File: config.mk
export PLATFORM = sky130hd
export DESIGN_NAME = pe_set
export DESIGN_NICKNAME = d
export VERILOG_FILES = /design/src/design/pe_set_pkg.sv /design/src/design/row_bus_if.sv /design/src/design/pe_set.sv /design/src/design/psum_collect.sv /design/src/design/pe_mac.sv /design/src/design/row_multicast.sv /design/src/design/id_config_seq.sv
export SDC_FILE = /design/constraint.sdc
export NUM_CORES = 2
export LEC_CHECK = 0
export ABC_AREA = 1
export BUFFER_PORTS_ARGS = -buffer_cell sky130_fd_sc_hd__buf_2
export CORE_MARGIN = 3
export CORE_UTILIZATION = 40
export CTS_CLUSTER_DIAMETER = 50
export DETAILED_ROUTE_END_ITERATION = 6
export PLACE_DENSITY = 0.55
export SKIP_CTS_REPAIR_TIMING = 1
export SLEW_MARGIN = 20
export SYNTH_ARGS = -nofsm -noshare
export SYNTH_HDL_FRONTEND = slang
export SYNTH_HIERARCHICAL = 1
export SYNTH_SLANG_ARGS = --single-unit
File: constraint.sdc
create_clock -name clk -period 12.3 [get_ports clk]
set_input_delay 2.46 -clock clk [delete_from_list [all_inputs] [get_ports clk]]
set_output_delay 2.46 -clock clk [all_outputs]
set_load 0.02 [all_outputs]
File: src/design/pe_set_pkg.sv
// pe set shared definitions
// array sizes, bus widths and the configuration walk state
`default_nettype none

package pe_set_pkg;

   // ------------------------------
   // array geometry
   // ------------------------------
   localparam int pe_row_num = 2;
   localparam int pe_col_num = 2;
   localparam int pe_num     = pe_row_num * pe_col_num;

   // enable walk covers every element first, then every row controller
   localparam int walk_len = pe_num + pe_row_num;

   // ------------------------------
   // widths
   // ------------------------------
   localparam int data_width = 16;
   localparam int psum_width = 40;
   localparam int id_width   = 8;

   // must hold pe_num + pe_row_num + 1
   localparam int cnt_width = 4;

   // read position select widths
   localparam int row_sel_width = $clog2(pe_row_num);
   localparam int col_sel_width = $clog2(pe_col_num);

   // ------------------------------
   // types
   // ------------------------------
   typedef logic [data_width-1:0] data_t;
   typedef logic [psum_width-1:0] psum_t;
   typedef logic [id_width-1:0]   id_t;

   // configuration sequencer
   typedef enum logic {
      cfg_idle,
      cfg_walk
   } cfg_state_t;

endpackage

`default_nettype wire
File: src/design/row_bus_if.sv
// row bus between one row controller and the elements of its row
// single-cycle weight and feature strobes with their column tags
`timescale 1ns/1ps
`default_nettype none

interface row_bus_if
   import pe_set_pkg::*;
();

   // weight lane
   logic  weight_valid;
   data_t weight_data;
   id_t   weight_col_id;

   // feature lane
   logic  feature_valid;
   data_t feature_data;
   id_t   feature_col_id;

   modport ctrl (
      output weight_valid, weight_data, weight_col_id,
      output feature_valid, feature_data, feature_col_id
   );

   modport pe (
      input weight_valid, weight_data, weight_col_id,
      input feature_valid, feature_data, feature_col_id
   );

endinterface

`default_nettype wire

File: src/design/pe_set.sv
// row-stationary pe set
// config sequencer, one multicast controller per row, element grid, psum collector
`timescale 1ns/1ps
`default_nettype none

module pe_set
   import pe_set_pkg::*;
(
   input  logic                     clk,
   input  logic                     rst_n,
   input  logic                     start_config,
   input  id_t                      cfg_weight_id,
   input  id_t                      cfg_feature_id,
   // weight bus
   input  logic                     bus_weight_valid,
   input  id_t                      bus_weight_row_id,
   input  id_t                      bus_weight_col_id,
   input  data_t                    bus_weight_in,
   // feature bus
   input  logic                     bus_feature_valid,
   input  id_t                      bus_feature_row_id,
   input  id_t                      bus_feature_col_id,
   input  data_t                    bus_feature_in,
   // read side
   input  logic                     psum_clear,
   input  logic                     psum_read,
   input  logic [row_sel_width-1:0] psum_read_row,
   input  logic [col_sel_width-1:0] psum_read_col,
   output logic [cnt_width-1:0]     config_cnt,
   output logic                     config_finish,
   output logic                     bus_psum_out_valid,
   output psum_t                    bus_psum_out
);

   logic [pe_num-1:0]     pe_ce;
   logic [pe_row_num-1:0] row_ce;
   logic [pe_num-1:0]     pe_sel;
   logic [pe_num-1:0]     pe_valid;
   psum_t                 pe_psum [pe_num];

   id_config_seq cfg_seq_i (
      .clk           (clk),
      .rst_n         (rst_n),
      .start_config  (start_config),
      .config_cnt    (config_cnt),
      .config_finish (config_finish),
      .pe_ce         (pe_ce),
      .row_ce        (row_ce)
   );

   // ------------------------------
   // element grid
   // ------------------------------
   for (genvar r = 0; r < pe_row_num; r++) begin : g_row
      row_bus_if rb ();

      row_multicast row_mc_i (
         .clk                (clk),
         .rst_n              (rst_n),
         .row_ce             (row_ce[r]),
         .cfg_weight_id      (cfg_weight_id),
         .cfg_feature_id     (cfg_feature_id),
         .bus_weight_valid   (bus_weight_valid),
         .bus_weight_row_id  (bus_weight_row_id),
         .bus_weight_col_id  (bus_weight_col_id),
         .bus_weight_in      (bus_weight_in),
         .bus_feature_valid  (bus_feature_valid),
         .bus_feature_row_id (bus_feature_row_id),
         .bus_feature_col_id (bus_feature_col_id),
         .bus_feature_in     (bus_feature_in),
         .rb                 (rb)
      );

      for (genvar c = 0; c < pe_col_num; c++) begin : g_col
         // row-major read select
         assign pe_sel[r*pe_col_num+c] = psum_read
                                       && (psum_read_row == row_sel_width'(r))
                                       && (psum_read_col == col_sel_width'(c));

         pe_mac pe_i (
            .clk            (clk),
            .rst_n          (rst_n),
            .pe_ce          (pe_ce[r*pe_col_num+c]),
            .cfg_weight_id  (cfg_weight_id),
            .cfg_feature_id (cfg_feature_id),
            .rb             (rb),
            .psum_clear     (psum_clear),
            .sel            (pe_sel[r*pe_col_num+c]),
            .psum_valid     (pe_valid[r*pe_col_num+c]),
            .psum           (pe_psum[r*pe_col_num+c])
         );
      end
   end

   // ------------------------------
   // result
   // ------------------------------
   psum_collect collect_i (
      .clk                (clk),
      .rst_n              (rst_n),
      .pe_valid           (pe_valid),
      .pe_psum            (pe_psum),
      .bus_psum_out_valid (bus_psum_out_valid),
      .bus_psum_out       (bus_psum_out)
   );

endmodule

`default_nettype wire

File: src/design/psum_collect.sv
// partial-sum collector
// OR-combines the element read ports and registers the output bus
`timescale 1ns/1ps
`default_nettype none

module psum_collect
   import pe_set_pkg::*;
(
   input  logic              clk,
   input  logic              rst_n,
   input  logic [pe_num-1:0] pe_valid,
   input  psum_t             pe_psum [pe_num],
   output logic              bus_psum_out_valid,
   output psum_t             bus_psum_out
);

   logic  any_valid;
   psum_t any_psum;

   // ------------------------------
   // OR chain over all elements
   // ------------------------------
   // only the selected element is non-zero
   always_comb begin
      any_valid = 1'b0;
      any_psum  = '0;
      for (int i = 0; i < pe_num; i++) begin
         any_valid = any_valid | pe_valid[i];
         any_psum  = any_psum | pe_psum[i];
      end
   end

   // output register
   always_ff @(posedge clk or negedge rst_n) begin
      if (!rst_n) begin
         bus_psum_out_valid <= 1'b0;
         bus_psum_out       <= '0;
      end else begin
         bus_psum_out_valid <= any_valid;
         bus_psum_out       <= any_psum;
      end
   end

endmodule

`default_nettype wire

File: src/design/pe_mac.sv
// processing element
// column tag match, one stationary weight and a multiply-accumulate sum
`timescale 1ns/1ps
`default_nettype none

module pe_mac
   import pe_set_pkg::*;
(
   input  logic    clk,
   input  logic    rst_n,
   input  logic    pe_ce,
   input  id_t     cfg_weight_id,
   input  id_t     cfg_feature_id,
   row_bus_if.pe   rb,
   input  logic    psum_clear,
   input  logic    sel,
   output logic    psum_valid,
   output psum_t   psum
);

   id_t                       col_weight_id;
   id_t                       col_feature_id;
   data_t                     weight;
   psum_t                     acc;
   logic                      weight_hit;
   logic                      feature_hit;
   logic [2*data_width-1:0]   product;

   // column ids from the configuration walk
   always_ff @(posedge clk or negedge rst_n) begin
      if (!rst_n) begin
         col_weight_id  <= '0;
         col_feature_id <= '0;
      end else if (pe_ce) begin
         col_weight_id  <= cfg_weight_id;
         col_feature_id <= cfg_feature_id;
      end
   end

   assign weight_hit  = rb.weight_valid && (rb.weight_col_id == col_weight_id);
   assign feature_hit = rb.feature_valid && (rb.feature_col_id == col_feature_id);

   // ------------------------------
   // execute
   // ------------------------------
   // a feature in the same cycle as a new weight still sees the old one
   assign product = weight * rb.feature_data;

   always_ff @(posedge clk or negedge rst_n) begin
      if (!rst_n) begin
         weight <= '0;
      end else if (weight_hit) begin
         weight <= rb.weight_data;
      end
   end

   // clear wins over a feature arriving at the same edge
   always_ff @(posedge clk or negedge rst_n) begin
      if (!rst_n) begin
         acc <= '0;
      end else if (psum_clear) begin
         acc <= '0;
      end else if (feature_hit) begin
         acc <= acc + psum_t'(product);
      end
   end

   // ------------------------------
   // read port
   // ------------------------------
   // unselected elements drive zeros so the collector can OR them
   always_ff @(posedge clk or negedge rst_n) begin
      if (!rst_n) begin
         psum_valid <= 1'b0;
         psum       <= '0;
      end else begin
         psum_valid <= sel;
         psum       <= sel ? acc : '0;
      end
   end

endmodule

`default_nettype wire

File: src/design/row_multicast.sv
// row multicast controller
// decodes the row tag of each bus item and forwards hits onto the row bus
`timescale 1ns/1ps
`default_nettype none

module row_multicast
   import pe_set_pkg::*;
(
   input  logic      clk,
   input  logic      rst_n,
   input  logic      row_ce,
   input  id_t       cfg_weight_id,
   input  id_t       cfg_feature_id,
   input  logic      bus_weight_valid,
   input  id_t       bus_weight_row_id,
   input  id_t       bus_weight_col_id,
   input  data_t     bus_weight_in,
   input  logic      bus_feature_valid,
   input  id_t       bus_feature_row_id,
   input  id_t       bus_feature_col_id,
   input  data_t     bus_feature_in,
   row_bus_if.ctrl   rb
);

   id_t  row_weight_id;
   id_t  row_feature_id;
   logic weight_hit;
   logic feature_hit;

   // row ids, loaded during the configuration walk
   always_ff @(posedge clk or negedge rst_n) begin
      if (!rst_n) begin
         row_weight_id  <= '0;
         row_feature_id <= '0;
      end else if (row_ce) begin
         row_weight_id  <= cfg_weight_id;
         row_feature_id <= cfg_feature_id;
      end
   end

   // ------------------------------
   // decode
   // ------------------------------
   assign weight_hit  = bus_weight_valid && (bus_weight_row_id == row_weight_id);
   assign feature_hit = bus_feature_valid && (bus_feature_row_id == row_feature_id);

   // strobes onto the row bus
   always_ff @(posedge clk or negedge rst_n) begin
      if (!rst_n) begin
         rb.weight_valid  <= 1'b0;
         rb.feature_valid <= 1'b0;
      end else begin
         rb.weight_valid  <= weight_hit;
         rb.feature_valid <= feature_hit;
      end
   end

   // payload only moves on a hit
   always_ff @(posedge clk) begin
      if (weight_hit) begin
         rb.weight_data   <= bus_weight_in;
         rb.weight_col_id <= bus_weight_col_id;
      end
      if (feature_hit) begin
         rb.feature_data   <= bus_feature_in;
         rb.feature_col_id <= bus_feature_col_id;
      end
   end

endmodule

`default_nettype wire

File: src/design/id_config_seq.sv
// configuration sequencer
// walks a one-hot enable over all elements and then all rows, one per cycle
`timescale 1ns/1ps
`default_nettype none

module id_config_seq
   import pe_set_pkg::*;
(
   input  logic                  clk,
   input  logic                  rst_n,
   input  logic                  start_config,
   output logic [cnt_width-1:0]  config_cnt,
   output logic                  config_finish,
   output logic [pe_num-1:0]     pe_ce,
   output logic [pe_row_num-1:0] row_ce
);

   cfg_state_t          state;
   logic [walk_len-1:0] walk;

   // ------------------------------
   // walk FSM
   // ------------------------------
   always_ff @(posedge clk or negedge rst_n) begin
      if (!rst_n) begin
         state         <= cfg_idle;
         walk          <= '0;
         config_cnt    <= '0;
         config_finish <= 1'b0;
      end else begin
         // finish is a single pulse
         config_finish <= 1'b0;
         case (state)
            cfg_idle: begin
               if (start_config) begin
                  state      <= cfg_walk;
                  walk       <= {{(walk_len-1){1'b0}}, 1'b1};
                  config_cnt <= cnt_width'(1);
               end
            end
            cfg_walk: begin
               // start_config is not looked at here
               if (config_cnt == cnt_width'(walk_len)) begin
                  state         <= cfg_idle;
                  walk          <= '0;
                  config_cnt    <= '0;
                  config_finish <= 1'b1;
               end else begin
                  walk       <= walk << 1;
                  config_cnt <= config_cnt + 1'b1;
               end
            end
            default: begin
               state <= cfg_idle;
            end
         endcase
      end
   end

   // lower bits reach the elements in row-major order, upper bits the rows
   assign pe_ce  = walk[pe_num-1:0];
   assign row_ce = walk[walk_len-1:pe_num];

endmodule

`default_nettype wire

==> reports/metrics.yaml <==
outcome:
  status: "completed"
die:
  fp.dieH_microns: 415
  row_count: 149
  initial_utilization_pct: 40.4
  die_w_microns: 415
  ios: 135
  die_area_sq_um: 172000
  core_area_sq_um: 166000
final_layout:
  utilization_pct: 43.9
  design_area_sq_um: 72800
  register_area_sq_um: 16400
  nets: 9941
  syn2layout_area_growth_pct: 8.65
  fillers: 16800
  multi_input_area_sq_um: 39900
  layout-drive-gt1-share_pct: 5.51
  insertedDiodeCount: 0
grt:
  grt_max_degree: 141
  gr-max-usage-layer: "met2"
  grt_use_total_pct: 24.4
  met3_usage_pct: 4.24
  grt_remaining_overflow: 0
  use_met2_pct: 37.4
  grt_pass1_wl_microns: 322000
  antenna_found_initial: 10
  grt_pass1_vias: 53900
  grt_use_met1_pct: 34.8
logic_synthesis:
  yosys_most_used_dff: "dfrtp_1"
  synth_warnings: 6
  netlist.area_leader.share_pct: 27.0
  syn_avg_cell_area_sq_um: 7.84
  synthCells: 8546
  synthesis.area_sq_um: 67000
  synth_xor_area_share_pct: 0.772
  synth_seq_cells: 637
  async_flop_share_pct: 84.9
  muxShareOfSynthArea_pct: 0.712
  yosys.area_share.simple_pct: 18.7
  yosysTopAreaCell: "fa_1"
  synth.distinct_cells: 52
  yosysSeqAreaShare_pct: 24.5
  synth.net_count: 9981
  synth_fa_ha_area_share_pct: 35.3
  synth.area.top_cells: "fa_1 27%, dfrtp_1 20%, nand2_1 14%"
  synth_edf_count: 96
  synth_top_family_by_area: "adder cells"
  synth-compound-area-share_pct: 4.06
drt:
  drcViolationCount: 0
  post_drt_wl_per_cell_microns: 19.3
  routed_via_density: 4.85
  ant_nets: 0
  via_count: 52300
  wl_microns: 208000
  drt-pass1-iter-count: 6
  drtIter0Drc: 3995
clock_tree:
  clkLatencyLatePin_ns: 0.73
  cts_made_buffers: 96
  root_buffer: "clkbuf_16"
  cts.path.max_buffers: 3
  clk_pin_slew_worst_paths_ns: 0.06
  cts_tree: "yes"
  cts.sinks: 637
  htreeDepth: 3
worst_setup_path:
  crit_path_start: "g_row[0].g_col[0].pe_i/weight[9]"
  cp-start-kind: "flip-flop"
  critPathCaptureType: "flip-flop"
  path_max_fanout: 17
  r2r_start: "g_row[0].g_col[0].pe_i/weight[9]"
  crit_required_ns: 12.92
  critPathKind: "reg2reg"
  r2r_cells: 24
  arrival_ns: 6.87
flow_run:
  cap_violations: 0
pwr:
  cellLeakagePower_nw: 43.1
  irDropWorstVdd_v: 0.000113
  p_per_area_nw_per_um2: 82.6
sta:
  setup_viol: 0
  setup_tns_ns: 0
  finalHoldViolCount: 0
  hold_slack_ns: 0.428
  drv_slew: 0
  relSlewSlack_pct: 22.8
  clock.fmax_mhz: 160
  fin_worst_skew_ns: 0.0518
  tightest_slew_ns: 1.16
  timing.final.crit_share_pct: 50.8
  final.min_clock_period_ns: 6.25
  rsz0062_at_grt: "false"
placed_design:
  gp_congestion: 0.927
  placed_area_sq_um: 69500
  io_buffers: 134
  dp_hpwl_microns: 165000
hold_path:
  min_path_cells: 2
  hold_start: "g_row[1].g_col[1].pe_i/psum[39]"
  hp-class: "reg2reg"
[logic make-up after synthesis]
| logic type | count (synthesis) |
|---|---|
| simple gates | 3170 |
| buf+inv | 2806 |
| fa+ha+maj | 1346 |
| flops | 637 |
| compound gates | 489 |
| xor+xnor | 59 |
| mux | 39 |
[per-stage QoR]
| step | cells | setup slack (ns) | power [W] |
|---|---|---|---|
| after floorplan | 8546 | 6.80 | 0.00300 |
| after global placement | 10600 | 6.06 | 0.00324 |
| after detailed placement | 10600 | 6.08 | 0.00326 |
| after CTS | 10800 | 6.03 | 0.00608 |
| after global routing | 10800 | 5.69 | 0.00629 |
| final | 10800 | 6.05 | 0.00601 |
[cells in the mapped netlist (2+ instances only)]
| library cell | n |
|---|---|
| inv_1 | 2464 |
| buf_2 | 13 |
| xor2_1 | 12 |
| inv_2 | 10 |
| nand2_2 | 10 |
| o21a_1 | 3 |
| buf_6 | 13 |
| o22ai_1 | 43 |
| fa_1 | 904 |
| o21ai_2 | 9 |
| nor3_2 | 4 |
| xnor2_1 | 47 |
| a31oi_1 | 4 |
| nor4_1 | 4 |
| o21ai_0 | 170 |
| mux2_4 | 10 |
| or2_2 | 6 |
| dfrtp_1 | 541 |
| buf_1 | 3 |
| nand4_1 | 12 |
| nand2_4 | 2 |
| nor3_1 | 41 |
| o21bai_1 | 20 |
| edfxtp_1 | 96 |
| nand3_2 | 9 |
| buf_8 | 3 |
| nor4_2 | 2 |
| a211oi_1 | 3 |
| clkinv_4 | 2 |
| nor2_2 | 5 |
| nand3b_1 | 26 |
| o21ai_1 | 62 |
| nor2_1 | 393 |
| mux2_2 | 29 |
| clkbuf_1 | 286 |
| clkinv_1 | 4 |
| buf_4 | 7 |
| a22o_1 | 3 |
| a21oi_1 | 157 |
| nand2_1 | 2499 |
| nand3_1 | 152 |
| o22ai_2 | 12 |
| ha_1 | 442 |
[report_power, final]
part / total [W] / switching (W) / internal [W]
clock network: 0.00279 / 0.00116 / 0.00163
logic: 0.000756 / 0.000461 / 0.000295
registers: 0.00246 / 0.000140 / 0.00232
[flip-flops by register name, summed over array words and instances (netlist names)]
register,count
collect_i/bus_psum_out_valid,1
g_row.g_col.pe_i/acc,160
g_row.row_mc_i/rb.feature_data,32
g_row.row_mc_i/rb.feature_valid,2
g_row.row_mc_i/row_feature_id,16
g_row.g_col.pe_i/psum_valid,4
cfg_seq_i/config_cnt,4
g_row.row_mc_i/rb.weight_data,32
g_row.row_mc_i/row_weight_id,16
g_row.row_mc_i/rb.feature_col_id,16
g_row.g_col.pe_i/psum,160
cfg_seq_i/config_finish,1
g_row.g_col.pe_i/col_feature_id,32
cfg_seq_i/state,1
cfg_seq_i/walk,6
g_row.row_mc_i/rb.weight_valid,2
g_row.g_col.pe_i/weight,64
g_row.row_mc_i/rb.weight_col_id,16
g_row.g_col.pe_i/col_weight_id,32
collect_i/bus_psum_out,40
[final timing paths]
kind	end	slack, ns
max	g_row[0].g_col[0].pe_i/acc[38]	6.05
min	collect_i/bus_psum_out[39]	0.43
max reg2reg	g_row[0].g_col[0].pe_i/acc[38]	6.05
min reg2reg	collect_i/bus_psum_out[39]	0.43
max in group asynchronous	g_row[0].g_col[1].pe_i/acc[18]	8.36
min in group asynchronous	g_row[1].row_mc_i/row_weight_id[3]	1.78
[per-layer routing]
layer  part of all wire (%)  vias up
met2                     44     1504
met1                     46    26100
met4                    3.7        4
li1                       -    24400
met3                    6.8      288
met5                  0.013        -
[layout make-up]
cell class | count | share of cell area (%)
multi-input cells | 5103 | 54.8
flip-flops and latches | 637 | 22.6
inverters | 2481 | 12.8
well taps | 2189 | 3.76
clock buffers | 119 | 3.50
repair buffers | 187 | 1.55
clock inverters | 61 | 0.961
[layout by cell type (no fill, tap or decap), types with 133 or more instances in the layout]
cell type / n
o21ai_0: 170
dfrtp_1: 540
fa_1: 904
buf_2: 133
nor2_1: 385
a21oi_1: 157
nand2_1: 2498
ha_1: 442
inv_1: 2464
nand3_1: 152
[critical path: stages, from the launching register on]
cell     delay, ns
dfrtp_1       0.86
nand2_1       0.17
fa_1          0.57
inv_1         0.05
fa_1          0.53
inv_1         0.05
fa_1          0.50
inv_1         0.05
fa_1          0.49
fa_1          0.56
inv_1         0.06
fa_1          0.53
inv_1         0.04
ha_1          0.37
nand2_1       0.15
inv_1         0.10
nand2_1       0.10
nor2_1        0.21
nand4_1       0.18
nand3_1       0.21
nand2_1       0.08
nand2_1       0.09
nand3_1       0.07
nand2_1       0.06
nor2_1        0.04
No activity file was read; power rests on OpenSTA's default activity.
